[config.mk]
export PLATFORM = sky130hd
export DESIGN_NAME = muldiv_unit
export DESIGN_NICKNAME = d
export VERILOG_FILES = /design/src/muldiv_pkg.sv /design/src/muldiv_collect.sv /design/src/muldiv_div.sv /design/src/muldiv_mul.sv /design/src/muldiv_unit.sv
export SDC_FILE = /design/constraint.sdc
export NUM_CORES = 2
export LEC_CHECK = 0
export ABC_AREA = 0
export ABC_CLOCK_PERIOD_IN_PS = 8440
export BUFFER_PORTS_ARGS = -buffer_cell sky130_fd_sc_hd__clkbuf_2
export CORE_ASPECT_RATIO = 1.75
export CORE_MARGIN = 3
export CORE_UTILIZATION = 55
export CTS_BUF_LIST = sky130_fd_sc_hd__clkbuf_4
export DETAILED_ROUTE_END_ITERATION = 6
export GPL_TIMING_DRIVEN = 1
export PLACE_DENSITY = 0.72
export REMOVE_ABC_BUFFERS = 1
export SYNTH_ARGS = -nofsm -noshare
export SYNTH_HDL_FRONTEND = slang
export SYNTH_HIERARCHICAL = 1
export SYNTH_SLANG_ARGS = --single-unit
export TNS_END_PERCENT = 5
[constraint.sdc]
create_clock -name clk -period 8.44 [get_ports clk]
set_input_delay 0.844 -clock clk [delete_from_list [all_inputs] [get_ports clk]]
set_output_delay 0.844 -clock clk [all_outputs]
set_load 0.05 [all_outputs]
[src/muldiv_pkg.sv]
package muldiv_pkg;

	// ************************************************************************
	// operation codes, funct3 of the M extension
	// ************************************************************************

	// bit 2 set selects the divider
	typedef logic [2:0] op_t;

	localparam op_t OP_MUL    = 3'b000;
	localparam op_t OP_MULH   = 3'b001;
	localparam op_t OP_MULHSU = 3'b010;
	localparam op_t OP_MULHU  = 3'b011;
	localparam op_t OP_DIV    = 3'b100;
	localparam op_t OP_DIVU   = 3'b101;
	localparam op_t OP_REM    = 3'b110;
	localparam op_t OP_REMU   = 3'b111;

	// request tag, echoed with the result
	typedef logic [3:0] id_t;

	// ************************************************************************
	// unit state machines
	// ************************************************************************

	// multiplier: done state is also the fix-up cycle
	typedef enum logic [1:0] {
		MUL_IDLE,
		MUL_RUN,
		MUL_DONE
	} mul_state_t;

	// divider: sign fix-up registered before done
	typedef enum logic [1:0] {
		DIV_IDLE,
		DIV_RUN,
		DIV_FIX,
		DIV_DONE
	} div_state_t;

endpackage

[src/muldiv_collect.sv]
`timescale 1ns/10ps

module muldiv_collect #(
	parameter int XLEN = 64
) (
	input  logic            clk,
	input  logic            rst_n,
	input  logic            flush,
	input  logic            in_valid,
	output logic            in_ready,
	input  muldiv_pkg::op_t in_op,
	input  muldiv_pkg::id_t in_id,
	input  logic [XLEN-1:0] in_a,
	input  logic [XLEN-1:0] in_b,
	output logic            out_valid,
	input  logic            out_ready,
	output muldiv_pkg::id_t out_id,
	output logic [XLEN-1:0] out_data,
	output logic            mul_start,
	output muldiv_pkg::op_t mul_op,
	output logic [XLEN-1:0] mul_a,
	output logic [XLEN-1:0] mul_b,
	input  logic            mul_done,
	input  logic [XLEN-1:0] mul_result,
	output logic            div_start,
	output muldiv_pkg::op_t div_op,
	output logic [XLEN-1:0] div_a,
	output logic [XLEN-1:0] div_b,
	input  logic            div_done,
	input  logic [XLEN-1:0] div_result
);

	import muldiv_pkg::*;

	typedef logic [XLEN-1:0] word_t;

	// per unit: busy, held id, result slot
	logic  mul_busy;
	logic  div_busy;
	logic  mul_full;
	logic  div_full;
	id_t   mul_id;
	id_t   div_id;
	word_t mul_slot;
	word_t div_slot;
	// mul slot filled before div slot
	logic  mul_older;

	// request held for the start pulse
	op_t   req_op;
	word_t req_a;
	word_t req_b;

	// ************************************************************************
	// request side
	// ************************************************************************

	logic in_div;
	logic acc_mul;
	logic acc_div;

	assign in_div   = in_op[2];
	assign in_ready = ~flush & (in_div ? (~div_busy & ~div_full) : (~mul_busy & ~mul_full));
	assign acc_mul  = in_valid & in_ready & ~in_div;
	assign acc_div  = in_valid & in_ready & in_div;

	assign mul_op = req_op;
	assign mul_a  = req_a;
	assign mul_b  = req_b;
	assign div_op = req_op;
	assign div_a  = req_a;
	assign div_b  = req_b;

	always_ff @(posedge clk) begin
		if (acc_mul | acc_div) begin
			req_op <= in_op;
			req_a  <= in_a;
			req_b  <= in_b;
		end
		if (acc_mul)
			mul_id <= in_id;
		if (acc_div)
			div_id <= in_id;
	end

	// ************************************************************************
	// result side, fresh done bypasses the slot
	// ************************************************************************

	logic  mul_pend;
	logic  div_pend;
	word_t mul_word;
	word_t div_word;
	logic  pick_mul;
	logic  out_load;
	logic  mul_take;
	logic  div_take;
	logic  mul_cap;
	logic  div_cap;

	assign mul_pend = mul_full | mul_done;
	assign div_pend = div_full | div_done;
	assign mul_word = mul_full ? mul_slot : mul_result;
	assign div_word = div_full ? div_slot : div_result;

	// oldest first, a held slot beats a fresh done, tie goes to mul
	assign pick_mul = mul_pend & (~div_pend | ((mul_full & div_full) ? mul_older : ~div_full));
	assign out_load = (mul_pend | div_pend) & (~out_valid | out_ready);
	assign mul_take = out_load & pick_mul;
	assign div_take = out_load & ~pick_mul;
	assign mul_cap  = mul_done & ~mul_take;
	assign div_cap  = div_done & ~div_take;

	always_ff @(posedge clk or negedge rst_n) begin
		if (!rst_n) begin
			mul_start <= 1'b0;
			div_start <= 1'b0;
			mul_busy  <= 1'b0;
			div_busy  <= 1'b0;
			mul_full  <= 1'b0;
			div_full  <= 1'b0;
			mul_older <= 1'b0;
			out_valid <= 1'b0;
		end else if (flush) begin
			mul_start <= 1'b0;
			div_start <= 1'b0;
			mul_busy  <= 1'b0;
			div_busy  <= 1'b0;
			mul_full  <= 1'b0;
			div_full  <= 1'b0;
			out_valid <= 1'b0;
		end else begin
			mul_start <= acc_mul;
			div_start <= acc_div;
			// busy from acceptance to done
			if (acc_mul)
				mul_busy <= 1'b1;
			else if (mul_done)
				mul_busy <= 1'b0;
			if (acc_div)
				div_busy <= 1'b1;
			else if (div_done)
				div_busy <= 1'b0;
			if (mul_cap)
				mul_full <= 1'b1;
			else if (mul_take)
				mul_full <= 1'b0;
			if (div_cap)
				div_full <= 1'b1;
			else if (div_take)
				div_full <= 1'b0;
			// age order only matters while both slots hold
			if (mul_cap & div_cap)
				mul_older <= 1'b1;
			else if (mul_cap)
				mul_older <= ~(div_full & ~div_take);
			else if (div_cap)
				mul_older <= mul_full & ~mul_take;
			if (out_load)
				out_valid <= 1'b1;
			else if (out_ready)
				out_valid <= 1'b0;
		end
	end

	always_ff @(posedge clk) begin
		if (mul_cap)
			mul_slot <= mul_result;
		if (div_cap)
			div_slot <= div_result;
		if (out_load) begin
			out_id   <= pick_mul ? mul_id : div_id;
			out_data <= pick_mul ? mul_word : div_word;
		end
	end

endmodule

[src/muldiv_div.sv]
`timescale 1ns/10ps

module muldiv_div #(
	parameter int XLEN = 64
) (
	input  logic            clk,
	input  logic            rst_n,
	input  logic            flush,
	input  logic            start,
	input  muldiv_pkg::op_t op,
	input  logic [XLEN-1:0] a,
	input  logic [XLEN-1:0] b,
	output logic            done,
	output logic [XLEN-1:0] result
);

	import muldiv_pkg::*;

	localparam int CNT_W = $clog2(XLEN);

	typedef logic [XLEN-1:0]  word_t;
	typedef logic [XLEN:0]    wide_t;
	typedef logic [CNT_W-1:0] cnt_t;

	div_state_t state;
	cnt_t       cnt;

	word_t rem;
	word_t quo;
	word_t dsor;
	word_t res;
	logic  q_neg;
	logic  r_neg;
	logic  div0;
	logic  ovf;
	logic  sel_rem;

	// operand decode
	logic  is_signed;
	logic  a_neg;
	logic  b_neg;
	word_t abs_a;
	word_t abs_b;

	assign is_signed = (op == OP_DIV) || (op == OP_REM);
	assign a_neg     = is_signed & a[XLEN-1];
	assign b_neg     = is_signed & b[XLEN-1];
	assign abs_a     = a_neg ? -a : a;
	assign abs_b     = b_neg ? -b : b;

	// ************************************************************************
	// one restoring step, first one taken straight from the operands
	// ************************************************************************

	word_t cur_rem;
	word_t cur_quo;
	word_t cur_dsor;
	wide_t shifted;
	wide_t diff;
	logic  fits;
	word_t step_rem;
	word_t step_quo;

	assign cur_rem  = (state == DIV_IDLE) ? '0 : rem;
	assign cur_quo  = (state == DIV_IDLE) ? abs_a : quo;
	assign cur_dsor = (state == DIV_IDLE) ? abs_b : dsor;

	// next dividend bit into the partial remainder
	assign shifted  = {cur_rem, cur_quo[XLEN-1]};
	assign diff     = shifted - {1'b0, cur_dsor};
	assign fits     = ~diff[XLEN];
	assign step_rem = fits ? diff[XLEN-1:0] : shifted[XLEN-1:0];
	assign step_quo = {cur_quo[XLEN-2:0], fits};

	always_ff @(posedge clk or negedge rst_n) begin
		if (!rst_n) begin
			state <= DIV_IDLE;
			cnt   <= '0;
		end else if (flush) begin
			state <= DIV_IDLE;
		end else begin
			case (state)
				DIV_IDLE: begin
					// first quotient bit done on the start edge
					if (start) begin
						state <= DIV_RUN;
						cnt   <= cnt_t'(1);
					end
				end
				DIV_RUN: begin
					cnt <= cnt + cnt_t'(1);
					if (cnt == cnt_t'(XLEN - 1))
						state <= DIV_FIX;
				end
				DIV_FIX:  state <= DIV_DONE;
				default:  state <= DIV_IDLE;
			endcase
		end
	end

	// sign fix-up and RISC-V special cases
	word_t q_fix;
	word_t r_fix;
	word_t q_out;
	word_t r_out;

	assign q_fix = q_neg ? -quo : quo;
	assign r_fix = r_neg ? -rem : rem;

	always_comb begin
		if (div0) begin
			// remainder already holds the dividend after XLEN steps
			q_out = '1;
			r_out = r_fix;
		end else if (ovf) begin
			q_out = {1'b1, {(XLEN-1){1'b0}}};
			r_out = '0;
		end else begin
			q_out = q_fix;
			r_out = r_fix;
		end
	end

	always_ff @(posedge clk) begin
		if (state == DIV_IDLE && start) begin
			rem     <= step_rem;
			quo     <= step_quo;
			dsor    <= abs_b;
			q_neg   <= a_neg ^ b_neg;
			r_neg   <= a_neg;
			div0    <= (b == '0);
			ovf     <= is_signed && (a == {1'b1, {(XLEN-1){1'b0}}}) && (b == '1);
			sel_rem <= (op == OP_REM) || (op == OP_REMU);
		end else if (state == DIV_RUN) begin
			rem <= step_rem;
			quo <= step_quo;
		end else if (state == DIV_FIX) begin
			res <= sel_rem ? r_out : q_out;
		end
	end

	assign done   = (state == DIV_DONE);
	assign result = res;

endmodule

[src/muldiv_mul.sv]
`timescale 1ns/10ps

module muldiv_mul #(
	parameter int XLEN = 64
) (
	input  logic            clk,
	input  logic            rst_n,
	input  logic            flush,
	input  logic            start,
	input  muldiv_pkg::op_t op,
	input  logic [XLEN-1:0] a,
	input  logic [XLEN-1:0] b,
	output logic            done,
	output logic [XLEN-1:0] result
);

	import muldiv_pkg::*;

	localparam int CNT_W = $clog2(XLEN);

	typedef logic [XLEN-1:0]   word_t;
	typedef logic [2*XLEN-1:0] dword_t;
	typedef logic [CNT_W-1:0]  cnt_t;

	mul_state_t state;
	cnt_t       cnt;

	dword_t mcand;
	dword_t acc;
	dword_t prod;
	word_t  mplier;
	word_t  abs_a;
	word_t  abs_b;
	logic   neg;
	logic   low_half;

	// signedness of {a, b}
	logic [1:0] sgn;
	logic       a_neg;
	logic       b_neg;

	always_comb begin
		case (op)
			OP_MUL, OP_MULH: sgn = 2'b11;
			// only rs1 signed
			OP_MULHSU:       sgn = 2'b10;
			default:         sgn = 2'b00;
		endcase
	end

	assign a_neg = sgn[1] & a[XLEN-1];
	assign b_neg = sgn[0] & b[XLEN-1];
	// most negative value maps onto its own magnitude, still correct unsigned
	assign abs_a = a_neg ? -a : a;
	assign abs_b = b_neg ? -b : b;

	// ************************************************************************
	// control
	// ************************************************************************

	always_ff @(posedge clk or negedge rst_n) begin
		if (!rst_n) begin
			state <= MUL_IDLE;
			cnt   <= '0;
		end else if (flush) begin
			state <= MUL_IDLE;
		end else begin
			case (state)
				MUL_IDLE: begin
					if (start) begin
						state <= MUL_RUN;
						cnt   <= '0;
					end
				end
				MUL_RUN: begin
					cnt <= cnt + cnt_t'(1);
					// last of XLEN iterations
					if (cnt == cnt_t'(XLEN - 1))
						state <= MUL_DONE;
				end
				default: state <= MUL_IDLE;
			endcase
		end
	end

	// shift-add datapath
	always_ff @(posedge clk) begin
		if (state == MUL_IDLE && start) begin
			mcand    <= dword_t'(abs_a);
			mplier   <= abs_b;
			acc      <= '0;
			neg      <= a_neg ^ b_neg;
			low_half <= (op == OP_MUL);
		end else if (state == MUL_RUN) begin
			if (mplier[0])
				acc <= acc + mcand;
			mcand  <= mcand << 1;
			mplier <= mplier >> 1;
		end
	end

	// fix-up cycle: restore sign, pick half
	assign prod   = neg ? -acc : acc;
	assign done   = (state == MUL_DONE);
	assign result = low_half ? prod[XLEN-1:0] : prod[2*XLEN-1:XLEN];

endmodule

[src/muldiv_unit.sv]
`timescale 1ns/10ps

module muldiv_unit #(
	parameter int XLEN = 64
) (
	input  logic            clk,
	input  logic            rst_n,
	input  logic            flush,
	input  logic            in_valid,
	output logic            in_ready,
	input  muldiv_pkg::op_t in_op,
	input  muldiv_pkg::id_t in_id,
	input  logic [XLEN-1:0] in_a,
	input  logic [XLEN-1:0] in_b,
	output logic            out_valid,
	input  logic            out_ready,
	output muldiv_pkg::id_t out_id,
	output logic [XLEN-1:0] out_data
);

	import muldiv_pkg::*;

	typedef logic [XLEN-1:0] word_t;

	// ************************************************************************
	// collector to multiplier
	// ************************************************************************

	logic  mul_start;
	op_t   mul_op;
	word_t mul_a;
	word_t mul_b;
	logic  mul_done;
	word_t mul_result;

	// collector to divider
	logic  div_start;
	op_t   div_op;
	word_t div_a;
	word_t div_b;
	logic  div_done;
	word_t div_result;

	muldiv_collect #(.XLEN(XLEN)) u_collect (
		.clk        (clk),
		.rst_n      (rst_n),
		.flush      (flush),
		.in_valid   (in_valid),
		.in_ready   (in_ready),
		.in_op      (in_op),
		.in_id      (in_id),
		.in_a       (in_a),
		.in_b       (in_b),
		.out_valid  (out_valid),
		.out_ready  (out_ready),
		.out_id     (out_id),
		.out_data   (out_data),
		.mul_start  (mul_start),
		.mul_op     (mul_op),
		.mul_a      (mul_a),
		.mul_b      (mul_b),
		.mul_done   (mul_done),
		.mul_result (mul_result),
		.div_start  (div_start),
		.div_op     (div_op),
		.div_a      (div_a),
		.div_b      (div_b),
		.div_done   (div_done),
		.div_result (div_result)
	);

	// both units run side by side
	muldiv_mul #(.XLEN(XLEN)) u_mul (
		.clk    (clk),
		.rst_n  (rst_n),
		.flush  (flush),
		.start  (mul_start),
		.op     (mul_op),
		.a      (mul_a),
		.b      (mul_b),
		.done   (mul_done),
		.result (mul_result)
	);

	muldiv_div #(.XLEN(XLEN)) u_div (
		.clk    (clk),
		.rst_n  (rst_n),
		.flush  (flush),
		.start  (div_start),
		.op     (div_op),
		.a      (div_a),
		.b      (div_b),
		.done   (div_done),
		.result (div_result)
	);

endmodule

==> flow_summary.json <==
{
  "synth_seq_area_share_pct": 42.7,
  "crit_start": "u_collect/div_a[3]$_DFFE_PP_",
  "crit_path_end_kind": "register",
  "grt_usage_pct": 36.9,
  "synth_cell_types": 105,
  "drive_gt1_share_pct": 10.9,
  "io_buffers": 209,
  "drc": 0,
  "power.internal_mw": 9.88,
  "fin_cells": 8562,
  "cp_data_required_time_ns": 9.40,
  "die_width_um": 259,
  "seqPwrFrac_pct": 39.1,
  "cts_post_setup_buffers_inserted": 0,
  "numClockSinks": 942,
  "max_slew_margin_pct": 3.88,
  "area.growth.synth_to_final_pct": 9.28,
  "grt_max_degree": 127,
  "p_per_area_nw_per_um2": 246,
  "dp_hpwl_um": 164000,
  "start_util_pct": 55.6,
  "fin_ws_ns": 0.916,
  "vias": 53300,
  "antenna_found_initial": 13,
  "root_buffer": "clkbuf_4",
  "start_kind": "register",
  "boundaryPins": 210,
  "finClkSkew_ns": 0.114,
  "setup-tns-final_ns": 0,
  "clock_power_share_pct": 24.2,
  "r2r_start": "u_collect/div_a[3]$_DFFE_PP_",
  "final_nets": 7247,
  "max_freq_mhz": 133,
  "clk_pin_slew_worst_paths_ns": 0.07,
  "gr-usage-met3_pct": 6.28,
  "std_cell_rows": 161,
  "setup_viol": 0,
  "ys.flop_type": "edfxtp_1",
  "use_met2_pct": 65.5,
  "wl_per_cell_um": 25.4,
  "clk_latency_ns": 1.29,
  "hold_viol_final": 0,
  "netlist_instances": 6736,
  "avgSynthCellArea_um2": 9.12,
  "grt_first_pass_wirelength_um": 320000,
  "worstPathArrival_ns": 8.48,
  "syn_area_um2": 61400,
  "p_leak_nw": 25.2,
  "p_total_mw": 16.5,
  "path_max_fanout": 16,
  "period_share_pct": 89.1,
  "hold_path_class": "input port to async pin",
  "initialDrtViolationCount": 4536,
  "criticalPathCategory": "register to register",
  "cts.repair.resized": 0,
  "placed_area_um2": 62700,
  "htree_levels": 4,
  "core_um2": 110000,
  "top_usage_layer": "met2",
  "routabilityCongestion": 1.08,
  "gr-total-overflow": 0,
  "pre_cts_ws_ns": 0.957,
  "cap_viol_max_count": 0,
  "first_pass_iters": 6,
  "die_y_um": 448,
  "vias_per_cell": 6.22,
  "yosys_warnings": 6,
  "finalWirelength_um": 218000,
  "finalCriticalPeriod_ns": 7.52,
  "ys_ff_latch": 942,
  "stdcell_area_um2": 67100,
  "die_area_um2": 116000,
  "rr_worst_depth": 23,
  "grt_pass1_vias": 52600,
  "cts_tree": "done",
  "synth_edf_count": 726,
  "rsz0062_at_grt": "false",
  "swShare_pct": 40.1,
  "status": "completed",
  "p_sw_mw": 6.63,
  "cts_buffers": 221,
  "dp.cells": 8003,
  "clock_path_buffers": 3,
  "drtAntennaViolNets": 0,
  "grt_util_met1_pct": 37.1,
  "vdd_drop_max_uv": 203,
  "async_reset_ff_share_pct": 2.55,
  "tightest_slew_ns": 1.43,
  "slew_viol_final": 0,
  "comb_power_share_pct": 36.7
}
## sequential cells by signal, summed over array words and instances, names as in the netlist, 64 cells and up
signal and count:
u_mul/acc 128, u_collect/div_b 64, u_collect/div_slot 64, u_mul/mcand 128, u_div/rem 64, u_collect/out_data 64
u_div/quo 64, u_collect/div_a 64, u_mul/mplier 64, u_div/result 64, u_collect/mul_slot 64, u_div/dsor 64
## layout by cell type, fill, tap and decap left out, types with 192 or more instances in the layout
cell	count
o21ai_0	573
clkbuf_4	313
a21oi_1	694
clkbuf_2	209
xnor2_1	317
xor2_1	352
nor2_1	448
dfxtp_1	192
nand2_1	873
edfxtp_1	726
ha_1	204
## area by class of cell
class	count	area (um2)
antenna	8	20.0
clock inverter	98	677
clock buffer	313	2350
inverter	113	432
fill	9749	43300
tap	1467	1840
multi-input combinational	5195	32500
timing repair buffer	426	3080
sequential	942	26300
## power by group through the flow
stage / registers, mW / clock network [mW] / logic (mW)
5_1_grt: 6.51 / 4.31 / 6.58
3_5_place_dp: 6.53 / 0 / 5.85
3_3_place_gp: 6.51 / 0 / 5.80
6_report: 6.46 / 4.00 / 6.05
4_1_cts: 6.43 / 4.09 / 5.93
2_1_floorplan: 6.35 / 0 / 4.36
## synth_stat cells, drive strengths merged, types with 29 or more instances
library cell,number,share of area (%)
a21oi,695,5.7
ha,206,4.2
or4,50,0.65
a31oi,44,0.45
mux2i,136,2.2
o21a,33,0.40
or2,37,0.39
o21ai,590,4.8
buf,196,2.1
nor2b,152,1.5
inv,113,0.69
o41ai,54,0.81
nor3,145,1.2
edfxtp,726,36
nand4,122,1.3
o31ai,124,1.6
clkbuf,290,1.8
mux2,29,0.53
nor4,74,0.79
nand2b,35,0.36
a21o,111,1.4
xnor2,318,4.5
nor2,455,2.8
a211oi,89,1.1
dfxtp,192,6.3
o21bai,54,0.66
xor2,352,5.0
nand2,876,5.4
nand3,84,0.73
or3,74,0.76
## final timing paths
| check | to | slack (ns) |
|---|---|---|
| worst min-delay path | u_collect/out_valid$_DFFE_PN0P_ | 0.18 |
| worst min register to register | u_collect/div_slot[54]$_DFFE_PP_ | 0.42 |
| worst max-delay path | u_div/rem[26]$_DFFE_PP_ | 0.92 |
| worst max register to register | u_div/rem[26]$_DFFE_PP_ | 0.92 |
| max in group asynchronous | u_collect/mul_full$_DFFE_PN0P_ | 7.80 |
| min in group clk | u_collect/div_b[61]$_DFFE_PP_ | 0.32 |
## cell families after synthesis
logic type | synth area share [%]
AO/OA/AOI/OAI | 19.0
adder cells (fa/ha/maj) | 4.26
buffers and inverters | 4.57
AND/OR/NAND/NOR | 17.1
XOR/XNOR | 9.56
multiplexers | 2.75
flip-flops | 42.7
## critical path, stage by stage, from the launching register on
cell	delay [ns]
edfxtp_1	0.51
or3_1	0.49
or4_1	0.51
nor3_1	0.36
and2_0	0.38
nand4_1	0.16
buf_4	0.21
o21ai_1	0.34
nand3_1	0.13
nor2_1	0.12
a21oi_1	0.15
ha_1	0.30
inv_1	0.07
fa_1	0.21
a21o_1	0.17
a31o_2	0.19
a21oi_1	0.10
o21ai_1	0.55
a211oi_1	0.36
a21o_1	0.35
o41ai_1	0.44
xnor2_2	0.26
inv_2	0.45
mux2_2	0.40
## stage by stage
step	util, %	hold WS [ns]
final	60.8	0.180
after global routing	60.8	0.137
after CTS	60.8	0.0297
after detailed placement	56.8	0.430
after global placement	56.8	0.427
after floorplan	-	0.418
## layer usage
layer / vias up / share of wire, %
met5: - / 0.012
met4: 4 / 10
met3: 812 / 5.5
met2: 2229 / 50
met1: 25200 / 34
li1: 25000 / -
## timing repair
| action | CTS | global route |
|---|---|---|
| hold buffers | 140 | 0 |
| endpoints found under the hold margin | 178 | 0 |
| endpoints found under the setup margin | 0 | 0 |
No activity file was read; power rests on OpenSTA's default activity.
